$ cat config.mk
export PLATFORM = sky130hd
export DESIGN_NAME = ac_top
export DESIGN_NICKNAME = d
export VERILOG_FILES = /design/src/pdp8_pkg.sv /design/src/operate_unit.sv /design/src/eae_unit.sv /design/src/accumulator_file.sv /design/src/ac_top.sv
export SDC_FILE = /design/constraint.sdc
export NUM_CORES = 1
export LEC_CHECK = 0
export ABC_AREA = 1
export BUFFER_PORTS_ARGS = -buffer_cell sky130_fd_sc_hd__buf_2
export CAP_MARGIN = 30
export CORE_MARGIN = 2
export CORE_UTILIZATION = 55
export CTS_BUF_LIST = sky130_fd_sc_hd__clkbuf_4 sky130_fd_sc_hd__clkbuf_8
export DETAILED_ROUTE_END_ITERATION = 10
export GPL_TIMING_DRIVEN = 0
export PLACE_DENSITY = 0.74
export SYNTH_ARGS = -nofsm -noshare
export SYNTH_HDL_FRONTEND = slang
export SYNTH_HIERARCHICAL = 1
export SYNTH_SLANG_ARGS = --single-unit
$ cat constraint.sdc
create_clock -name clk -period 3.8 [get_ports clk]
set_input_delay 0.76 -clock clk [delete_from_list [all_inputs] [get_ports clk]]
set_output_delay 0.76 -clock clk [all_outputs]
set_load 0.005 [all_outputs]
$ cat src/pdp8_pkg.sv
// accumulator section shared definitions
// word types, EAE sequencer states and instruction codes
`default_nettype none

package pdp8_pkg;

    // bit 0 is the most significant bit, as in the machine manuals
    typedef logic [0:11] word_t;

    typedef logic [4:0] step_count_t;  // EAE step counter

    typedef enum logic [1:0] {
        idle,
        setup,
        iterate,
        finish
    } eae_state_t;

    // IOT codes
    localparam word_t op_caf      = 12'o6007;  // clear all flags
    localparam word_t op_cla_iot  = 12'o6032;  // clear AC
    localparam word_t op_load_iot = 12'o6036;  // AC from device word

    // mode A EAE codes, compared after masking with eae_mask
    localparam word_t op_muy = 12'o7405;
    localparam word_t op_shl = 12'o7413;
    localparam word_t op_asr = 12'o7415;
    localparam word_t op_lsr = 12'o7417;

    // keeps the opcode bits and the EAE code bits, drops the MQ micro-op bits
    localparam word_t eae_mask = 12'o7417;

    // operate group prefixes, instruction bits 0 to 3
    localparam logic [0:3] group_one   = 4'b1110;
    localparam logic [0:3] group_three = 4'b1111;  // also needs bit 11 set

endpackage

`default_nettype wire

$ cat src/operate_unit.sv
// operate unit
// next AC, L and MQ for group-one and group-three micro-instructions
// and the three accumulator IOTs, purely combinational
`timescale 1ns/1ps
`default_nettype none

module operate_unit
    import pdp8_pkg::*;
(
    input  word_t instruction,
    input  word_t data_in,
    input  word_t ac,
    input  logic  link,
    input  word_t mq,
    output word_t op_ac,
    output logic  op_link,
    output word_t op_mq
);

    word_t g1_ac;      // group one after clear, complement and increment
    logic  g1_link;
    word_t rot_ac;     // group one after the rotate stage
    logic  rot_link;
    word_t g3_ac;
    word_t g3_mq;
    word_t cla_ac;     // AC after the group-three CLA bit

    // group one, fixed micro-op order
    always_comb
    begin
        g1_ac   = instruction[4] ? 12'o0000 : ac;      // CLA
        g1_link = instruction[5] ? 1'b0 : link;        // CLL
        if (instruction[6])
            g1_ac = ~g1_ac;                            // CMA
        if (instruction[7])
            g1_link = ~g1_link;                        // CML
        if (instruction[11])
            {g1_link, g1_ac} = {g1_link, g1_ac} + 13'd1;  // IAC, carry into L

        rot_ac   = g1_ac;
        rot_link = g1_link;
        case (instruction[8:10])
            3'b001: rot_ac = {g1_ac[6:11], g1_ac[0:5]};   // BSW
            3'b010:
            begin
                rot_ac   = {g1_ac[1:11], g1_link};         // RAL
                rot_link = g1_ac[0];
            end
            3'b011:
            begin
                rot_ac   = {g1_ac[2:11], g1_link, g1_ac[0]};  // RTL
                rot_link = g1_ac[1];
            end
            3'b100:
            begin
                rot_ac   = {g1_link, g1_ac[0:10]};         // RAR
                rot_link = g1_ac[11];
            end
            3'b101:
            begin
                rot_ac   = {g1_ac[11], g1_link, g1_ac[0:9]};  // RTR
                rot_link = g1_ac[10];
            end
            default: ;                                     // no rotate
        endcase
    end

    // group three, CLA first and then the MQ transfers
    always_comb
    begin
        cla_ac = instruction[4] ? 12'o0000 : ac;
        g3_ac  = cla_ac;
        g3_mq  = mq;
        case ({instruction[5], instruction[7]})           // MQA, MQL
            2'b11:
            begin
                g3_ac = mq;                                // SWP
                g3_mq = cla_ac;
            end
            2'b10: g3_ac = cla_ac | mq;                    // MQA, ACL with CLA
            2'b01:
            begin
                g3_mq = cla_ac;                            // MQL, CAM with CLA
                g3_ac = 12'o0000;
            end
            default: ;
        endcase
    end

    // pick the result by instruction class
    always_comb
    begin
        op_ac   = ac;
        op_link = link;
        op_mq   = mq;
        if (instruction[0:3] == group_one)
        begin
            op_ac   = rot_ac;
            op_link = rot_link;
        end
        else if (instruction[0:3] == group_three && instruction[11])
        begin
            op_ac = g3_ac;
            op_mq = g3_mq;
        end
        else if (instruction == op_caf)
        begin
            op_ac   = 12'o0000;
            op_link = 1'b0;
            op_mq   = 12'o0000;
        end
        else if (instruction == op_cla_iot)
            op_ac = 12'o0000;
        else if (instruction == op_load_iot)
            op_ac = data_in;                               // device word into AC
    end

endmodule

`default_nettype wire

$ cat src/eae_unit.sv
// extended arithmetic element, mode A
// sequencer and datapath for MUY, SHL, ASR and LSR; one setup cycle,
// one cycle per step, then a done cycle. works on the live AC, L and MQ
`timescale 1ns/1ps
`default_nettype none

module eae_unit
    import pdp8_pkg::*;
(
    input  logic  clk,
    input  logic  rst,
    input  logic  eae_start,
    input  word_t instruction,
    input  word_t data_in,
    input  word_t ac,
    input  logic  link,
    input  word_t mq,
    output logic  eae_write,
    output word_t eae_ac,
    output logic  eae_link,
    output word_t eae_mq,
    output logic  eae_busy,
    output logic  eae_done
);

    localparam step_count_t muy_steps   = 5'd12;
    localparam step_count_t shift_limit = 5'd24;  // at or above, result is saturated

    eae_state_t  state;
    step_count_t step_count;
    word_t       op_code;      // latched instruction
    word_t       operand;      // latched operand word
    word_t       eae_code;
    step_count_t shift_count;
    logic        saturate;
    word_t       sum_ac;
    logic        carry;

    assign eae_code    = op_code & eae_mask;
    assign shift_count = operand[7:11];
    assign saturate    = (eae_code != op_muy) && (shift_count >= shift_limit);

    assign {carry, sum_ac} = {1'b0, ac} + {1'b0, operand};  // MUY partial sum

    always_ff @(posedge clk)
    begin
        if (rst)
        begin
            state      <= idle;
            step_count <= '0;
        end
        else
        begin
            case (state)
                idle, finish:
                    state <= eae_start ? setup : idle;
                setup:
                begin
                    if (eae_code == op_muy)
                    begin
                        step_count <= muy_steps;
                        state      <= iterate;
                    end
                    else if (saturate)
                    begin
                        step_count <= '0;               // skip the loop
                        state      <= finish;
                    end
                    else
                    begin
                        step_count <= shift_count + 5'd1;  // mode A shifts count+1
                        state      <= iterate;
                    end
                end
                iterate:
                begin
                    step_count <= step_count - 5'd1;
                    if (step_count == 5'd1)
                        state <= finish;
                end
                default: state <= idle;
            endcase
        end
    end

    // instruction and operand are sampled in the start cycle only
    always_ff @(posedge clk)
    begin
        if (eae_start)
        begin
            op_code <= instruction;
            operand <= data_in;
        end
    end

    always_comb
    begin
        eae_write = 1'b0;
        eae_ac    = ac;
        eae_link  = link;
        eae_mq    = mq;
        case (state)
            setup:
                if (saturate)
                begin
                    eae_write = 1'b1;
                    if (eae_code == op_asr && ac[0])
                    begin
                        eae_ac   = 12'o7777;            // negative fills with ones
                        eae_mq   = 12'o7777;
                        eae_link = 1'b1;
                    end
                    else
                    begin
                        eae_ac   = 12'o0000;
                        eae_mq   = 12'o0000;
                        eae_link = 1'b0;
                    end
                end
            iterate:
            begin
                eae_write = 1'b1;
                case (eae_code)
                    op_muy:
                        if (mq[11])
                            {eae_ac, eae_mq} = {carry, sum_ac, mq[0:10]};  // add then shift
                        else
                            {eae_ac, eae_mq} = {1'b0, ac, mq[0:10]};
                    op_shl:
                        {eae_link, eae_ac, eae_mq} = {ac, mq, 1'b0};
                    op_asr:
                    begin
                        {eae_ac, eae_mq} = {ac[0], ac, mq[0:10]};  // sign extends
                        eae_link = ac[0];
                    end
                    op_lsr:
                    begin
                        {eae_ac, eae_mq} = {1'b0, ac, mq[0:10]};
                        eae_link = 1'b0;
                    end
                    default: eae_write = 1'b0;
                endcase
            end
            default: ;
        endcase
    end

    assign eae_busy = (state == setup) || (state == iterate);
    assign eae_done = (state == finish);  // final result already in the registers

endmodule

`default_nettype wire

$ cat src/accumulator_file.sv
// accumulator register file
// holds AC, L and MQ, decodes each started instruction and merges the
// operate result and the EAE writes into the registers
`timescale 1ns/1ps
`default_nettype none

module accumulator_file
    import pdp8_pkg::*;
(
    input  logic  clk,
    input  logic  rst,
    input  logic  start,
    input  word_t instruction,
    input  word_t op_ac,
    input  logic  op_link,
    input  word_t op_mq,
    input  logic  eae_write,
    input  word_t eae_ac,
    input  logic  eae_link,
    input  word_t eae_mq,
    input  logic  eae_busy,
    input  logic  eae_done,
    output word_t ac,
    output logic  link,
    output word_t mq,
    output logic  eae_start,
    output logic  busy,
    output logic  done
);

    word_t eae_code;
    logic  is_eae;
    logic  accept;      // start taken while no EAE loop runs
    logic  op_write;
    logic  op_done;     // done for operate and IOT codes

    assign eae_code = instruction & eae_mask;
    assign is_eae   = (eae_code == op_muy) || (eae_code == op_shl) ||
                      (eae_code == op_asr) || (eae_code == op_lsr);

    assign accept    = start && !eae_busy;   // a start while busy is dropped
    assign eae_start = accept && is_eae;
    assign op_write  = accept && !is_eae;

    always_ff @(posedge clk)
    begin
        if (rst)
        begin
            ac      <= 12'o0000;
            link    <= 1'b0;
            mq      <= 12'o0000;
            op_done <= 1'b0;
        end
        else
        begin
            op_done <= op_write;
            if (op_write)
            begin
                ac   <= op_ac;
                link <= op_link;
                mq   <= op_mq;
            end
            else if (eae_write)
            begin
                ac   <= eae_ac;
                link <= eae_link;
                mq   <= eae_mq;
            end
        end
    end

    assign busy = eae_busy;
    assign done = op_done || eae_done;   // never both in one cycle

endmodule

`default_nettype wire

$ cat src/ac_top.sv
// accumulator section top level
// connects the operate unit, the EAE and the register file
`timescale 1ns/1ps
`default_nettype none

module ac_top
    import pdp8_pkg::*;
(
    input  logic  clk,
    input  logic  rst,
    input  logic  start,
    input  word_t instruction,
    input  word_t data_in,
    output word_t ac,
    output logic  link,
    output word_t mq,
    output logic  busy,
    output logic  done
);

    word_t op_ac;
    logic  op_link;
    word_t op_mq;
    logic  eae_start;
    logic  eae_write;
    word_t eae_ac;
    logic  eae_link;
    word_t eae_mq;
    logic  eae_busy;
    logic  eae_done;

    operate_unit u_operate (
        .instruction (instruction),
        .data_in     (data_in),
        .ac          (ac),
        .link        (link),
        .mq          (mq),
        .op_ac       (op_ac),
        .op_link     (op_link),
        .op_mq       (op_mq)
    );

    eae_unit u_eae (
        .clk         (clk),
        .rst         (rst),
        .eae_start   (eae_start),
        .instruction (instruction),
        .data_in     (data_in),
        .ac          (ac),
        .link        (link),
        .mq          (mq),
        .eae_write   (eae_write),
        .eae_ac      (eae_ac),
        .eae_link    (eae_link),
        .eae_mq      (eae_mq),
        .eae_busy    (eae_busy),
        .eae_done    (eae_done)
    );

    accumulator_file u_acc (
        .clk         (clk),
        .rst         (rst),
        .start       (start),
        .instruction (instruction),
        .op_ac       (op_ac),
        .op_link     (op_link),
        .op_mq       (op_mq),
        .eae_write   (eae_write),
        .eae_ac      (eae_ac),
        .eae_link    (eae_link),
        .eae_mq      (eae_mq),
        .eae_busy    (eae_busy),
        .eae_done    (eae_done),
        .ac          (ac),
        .link        (link),
        .mq          (mq),
        .eae_start   (eae_start),
        .busy        (busy),
        .done        (done)
    );

endmodule

`default_nettype wire

Word level (Yosys, flattened, before mapping)
Cells that the tools add are included.
{ "op_classes": {"addsub": 4, "mul": 0, "div": 0, "n_lt_le_gt_ge": 1, "eq_ne": 39, "n_shift": 0, "muxes": 50, "n_bitwise": 3, "n_reduce_logical": 26} }
{ "op_table": {"columns": ["operator", "count"], "rows": [
  ["12-bit 2-to-1 mux", 20],
  ["12-bit one-hot mux with 3 select lines", 2],
  ["8-bit == test, second input constant", 8],
  ["12-bit one-hot mux with 5 select lines", 1],
  ["12-bit one-hot mux with 2 select lines", 2],
  ["12-bit one-hot mux with 4 select lines", 1],
  ["12-bit == test, second input constant", 3],
  ["1-bit 2-to-1 mux", 14],
  ["12-bit by 12-bit adder with 13-bit output", 1],
  ["13-bit by 1-bit adder with 13-bit output, second input constant", 1],
  ["3-bit != test, second input constant", 4],
  ["12-bit inverter", 1],
  ["12-bit bitwise OR", 1],
  ["6-bit AND reduction", 2],
  ["5-bit 2-to-1 mux", 2],
  ["5-bit by 3-bit != test with 1-bit output, second input constant", 2],
  ["5-bit one-hot mux with 2 select lines", 1],
  ["2-bit == test, second input constant", 4],
  ["4-bit == test, second input constant", 2],
  ["8-bit != test, second input constant", 1],
  ["2-bit OR reduction", 4],
  ["7-bit AND reduction", 1],
  ["3-bit by 2-bit == test with 1-bit output, second input constant", 2],
  ["3-bit == test, second input constant", 2],
  ["other kinds (26)", 41]
]} }
{ "totals": {"reg_bits": 57, "latch_bits": 0, "mem_bits_rw": 0, "romBits": 0, "inputBits": 27, "output_inout_bits": 27, "word_cells": 132, "memories": 0} }

Logic depth before layout (Yosys ltp)
{ "depth": {"word_depth": 8, "depth_mapped": 21, "ltp_nobuf": 20} }

By module
Netlist, hierarchy kept.
{ "by_module_without_submodules": {"columns": ["module", "instances", "cells_per_inst", "area_per_inst_um2", "seq_area_each_um2"], "rows": [
  ["eae_unit", 1, 554, 3338.2, 740.7],
  ["operate_unit", 1, 491, 2662.6, 0.0],
  ["accumulator_file", 1, 233, 1724.2, 520.5]
]} }

Least setup slack after synthesis
Ideal clock, no wire load.
{ "synth_path": {"path_kind": "register to register", "start": "register u_eae.state[0]", "end": "register u_eae.state[0]", "setup_time_ns": 0.072, "arrival_ns": 3.245, "required_time_ns": 3.728, "slack_ns": 0.483, "stages_incl_launch_ff": 10, "cell_sequence": "dfxtp_1 -> inv_1 -> ha_1 -> clkbuf_1 -> inv_1 -> buf_2 -> buf_1 -> nor3_1 -> a21oi_1 -> a21oi_1"} }
{ "synth_via": {"elab_chain_cells": 7} }
{ "synth_rtl": {"columns": ["item", "line", "rtl"], "rows": [
  ["start, declared", "eae_unit.sv:29", "eae_state_t state;"],
  ["start signal, assigned", "eae_unit.sv:49", "state <= idle;"],
  ["start signal, assigned", "eae_unit.sv:56", "state <= eae_start ? setup : idle;"],
  ["start signal, assigned", "eae_unit.sv:62", "state <= iterate;"],
  ["2-bit by 1-bit == test with 1-bit output / 2-bit == test (equally long branches)", "eae_unit.sv:148", "assign eae_busy = (state == setup) || (state == iterate);"],
  ["1-bit logical OR (*)", "eae_unit.sv:148", null],
  ["named net eae_busy", "ac_top.sv:29", "logic eae_busy;"],
  ["1-bit zero test (*)", "accumulator_file.sv:41", "assign accept = start && !eae_busy;"],
  ["1-bit logical AND (*)", "accumulator_file.sv:41", null],
  ["1-bit logical AND (*)", "accumulator_file.sv:42", "assign eae_start = accept && is_eae;"],
  ["named net eae_start", "ac_top.sv:24", "logic eae_start;"],
  ["1-bit 2-to-1 mux (*)", "eae_unit.sv:56", null],
  ["2-bit one-hot mux with 3 select lines (*)", "eae_unit.sv:54", "case (state)"]
]} }
The timed path passes the listed nets; every way through them passes the cells marked *.
A chain may end at the register's enable or synchronous reset.

Worst setup path after layout
{ "layout_path": {"start": "register u_eae.state[0]", "end": "output busy"} }
{ "layout_via": {"elab_chain_cells": 2} }
{ "layout_rtl": {"columns": ["item", "line", "rtl"], "rows": [
  ["2-bit by 1-bit == test with 1-bit output / 2-bit == test (equally long branches)", "eae_unit.sv:148", null],
  ["1-bit logical OR (*)", "eae_unit.sv:148", null],
  ["end, declared", "ac_top.sv:17", "output logic busy,"]
]} }
Mark *: on every way between the ends. The rest lies on a longest branch, timed or not.

==> run_results.csv <==
group,metric,value,unit
critical_path,start_kind,"flip-flop",
timing,setup_viol,0,
yosys,netlist_area,7720,sq um
finish,regArea,1260,sq um
flow_run,maxCapViolations,0,
cts,cts_hold_buf,0,
yosys,async_flop_share,0,
timing,slew_headroom,0.428,
detailed_routing,drc,0,
timing,period_share,0.864,
power,power_density,473,nW/um^2
cts,numCtsBuffers,5,
power,p_sw_frac,0.532,
power,comb_power_share,0.618,
worst_hold_path,hold_path.class,"flip-flop to flip-flop",
critical_path,cpMaxStageDelayCell,"buf_1",
cts,post_cts_resized,0,
place,place_hpwl,21.1,mm
critical_path,cp.arrival,2520,ps
power,p_int,1.85,mW
critical_path,cpPeakStageDelay,630,ps
cts,cts.clk_slew.worst_paths,100,ps
die,rows,43,
place,dpl-instance-area,8230,sq um
cts,htree_levels,2,
power,power_frac_clock,0.122,
critical_path,worstPathCellList,"inv_1, ha_1, clkbuf_1, inv_1, buf_2, buf_1, buf_4, buf_2",
detailed_routing,drt_iter0_markers,1171,
place,gp_congestion,0.980,
timing,drv_slew,0,
yosys,syn_nets,1328,
global_route,first_global_vias,8004,
power,leakage,3.96,nW
global_route,grt_pass1_wl,42.3,mm
detailed_routing,dr.pass1.iters,5,
finish,fillers,1441,
yosys,synthCells,1278,
global_route,grt_overflow_total,0,
power,p_seq_frac,0.260,
cts,cts_tree,"yes",
finish,multi_input_area,5370,sq um
outcome,status,"finished clean",
detailed_routing,vias,8726,
global_route,track_usage,0.366,
power,irDropWorstVdd,0.247,mV
die,die-area,15000,sq um
die,fp.dieW,123,microns
cts,worst_skew_pair.late_latency,330,ps
cts,cts_sinks,53,
die,initial_core_util,0.561,
yosys,synth_flop_cell,"dfxtp_1",
critical_path,rrSetupSlack,530,ps
timing,clock.fmax,304,MHz
detailed_routing,ant_nets,0,
global_route,grt_max_degree,18,
yosys,ys_seq_area_frac,0.163,
die,fp.dieH,123,microns
critical_path,critPathBufInv,7,
detailed_routing,post_drt_wl_per_cell,18.1,microns
detailed_routing,via_per_inst,5.75,
timing,fin_hold_ws,519,ps
finish,fin_area,8370,sq um
finish,drive_gt1_frac,0.200,
power,switching_power,2.11,mW
die,core,13800,sq um
finish,final_util,0.607,
timing,worst_pin_slew,857,ps
timing,hold_viol,0,
timing,fin_crit,3280,ps
finish,antennaDiodeCount,0,
die,pin_count,54,
yosys,ys_seq_elements,53,
critical_path,critPathMaxFanout,12,
finish,syn_to_final_growth,8.29,%
yosys,syn_area_per_cell,6.04,sq um
yosys,synth_edf_count,20,
critical_path,cp-end-kind,"output port",
critical_path,crit_family,"buffers and inverters",
global_route,antenna_found_initial,0,
cts,cts_setup_buffers,0,
timing,rsz0062_at_grt,"no",
critical_path,worstSetupPathType,"flip-flop to output port",
detailed_routing,wl,27.4,mm
yosys,synth.distinct_cells,55,
timing,skew,12.1,ps
finish,nets,1387,
cts,clk_path_buf_depth,2,
place,io_buffers,50,
yosys,ys_warn_count,6,
critical_path,crit_required,3040,ps
cts,root_buffer,"clkbuf_8",
-- layer usage --
layer  GRT usage  vias to the layer above  part of all wire
met5           0                        -                 0
met4       0.184                        0             0.048
met3      0.0460                       93             0.064
met2       0.641                      375              0.48
met1       0.438                     3968              0.40
li1            -                     4290                 -
-- sequential cells by signal, indices dropped and copies added (netlist names) --
| signal | count |
|---|---|
| u_eae/op_code | 8 |
| u_acc/op_done | 1 |
| u_eae/operand | 12 |
| u_eae/state | 2 |
| u_acc/mq | 12 |
| u_acc/link | 1 |
| u_acc/ac | 12 |
| u_eae/step_count | 5 |
-- area by class of cell --
| class | count | share of cell area |
|---|---|---|
| repair buffers | 52 | 0.0326 |
| well taps | 180 | 0.0269 |
| inverters | 169 | 0.0773 |
| clock inverters | 3 | 0.00823 |
| plain buffers | 67 | 0.0538 |
| clock buffers | 5 | 0.00823 |
| multi-input cells | 989 | 0.642 |
| flip-flops and latches | 53 | 0.151 |
-- layout by cell type (no fill, tap or decap), drive strengths merged --
cell type,n
a211o,1
a211oi,9
a21boi,1
a21oi,82
a221oi,2
a22o,10
a22oi,2
a31oi,12
buf,98
bufinv,2
clkbuf,26
dfxtp,33
edfxtp,20
fa,1
ha,22
inv,170
nand2,416
nand3,172
nand3b,1
nand4,16
nor2,122
nor3,19
nor3b,1
nor4,1
o211ai,5
o21ai,62
o21bai,2
o22ai,19
or2,2
xnor2,4
xor2,5
-- stage by stage --
stage	instances	TNS [ps]	power, mW	setup slack, ps
floorplan	1278	0	2.68	483
global placement	1508	-15100	3.38	-779
detailed placement	1510	0	3.42	598
CTS	1518	0	3.90	567
global route	1518	0	4.25	391
finish	1518	0	3.96	516
-- worst reg2reg max path: cells and delay by family, from the launching register on --
family | cells | cell delay (ps)
simple gates | 9 | 1020
compound gates | 5 | 920
flops | 1 | 840
fa+ha+maj | 1 | 270
buf+inv | 1 | 70
-- cell usage after synthesis (2+ instances only) --
cell type / number / area, sq um
inv_2: 10 / 37.5
nand2_2: 33 / 206
buf_6: 12 / 135
a211oi_1: 9 / 67.6
edfxtp_1: 20 / 601
xor2_1: 4 / 35.0
buf_12: 2 / 40.0
a31oi_1: 12 / 75.1
or2_2: 2 / 12.5
nor2_1: 103 / 387
buf_1: 4 / 15.0
nor3_4: 3 / 48.8
buf_8: 2 / 30.0
nand2_4: 8 / 90.1
nand4_1: 13 / 81.3
a21oi_1: 50 / 250
nor2_4: 9 / 101
nand3_1: 132 / 661
ha_1: 22 / 275
nand2_1: 374 / 1400
buf_4: 8 / 60.1
inv_4: 2 / 12.5
o21ai_0: 38 / 190
a221oi_1: 2 / 17.5
xnor2_1: 4 / 35.0
clkbuf_1: 20 / 75.1
nor3_2: 4 / 40.0
a21oi_2: 32 / 280
buf_2: 18 / 90.1
o22ai_1: 19 / 119
inv_1: 156 / 586
nor2_2: 9 / 56.3
o21ai_1: 21 / 105
a22o_1: 10 / 87.6
a22oi_1: 2 / 15.0
dfxtp_1: 33 / 661
o21bai_1: 2 / 15.0
o21ai_2: 3 / 26.3
nand3_2: 38 / 380
nor3_1: 12 / 60.1
o211ai_1: 5 / 37.5
nand4_2: 2 / 25.0
nand3_4: 2 / 35.0
-- path summary, 6_finish.rpt --
check	from	to	cells after the start
max	u_eae/state[0]$_SDFFE_PP0P_	busy	8
min	u_eae/state[1]$_SDFFE_PP0P_	u_eae/state[1]$_SDFFE_PP0P_	2
max reg2reg	u_acc/ac[1]$_SDFFE_PP0P_	u_acc/ac[3]$_SDFFE_PP0P_	16
min reg2reg	u_eae/state[1]$_SDFFE_PP0P_	u_eae/state[1]$_SDFFE_PP0P_	2
-- kinds of logic (layout without fill, tap and decap cells) --
logic type | count (synthesis) | count (layout) | synth area share
xor gates and xnor gates | 9 | 9 | 0.0112
and+or+nand+nor | 750 | 750 | 0.477
adders and majority gates | 23 | 23 | 0.0382
buffers and inverters | 236 | 296 | 0.142
DFF | 53 | 53 | 0.163
AOI/OAI and AO/OA | 207 | 207 | 0.169
-- power groups by stage --
stage	Clock [mW]	Combinational, mW	Sequential (mW)
final	0.483	2.45	1.03
after global routing	0.502	2.71	1.04
after global placement	0	2.36	1.03
after detailed placement	0	2.39	1.03
after CTS	0.488	2.40	1.02
after floorplan	0	1.80	0.886
(Power assumes the default switching activity.)
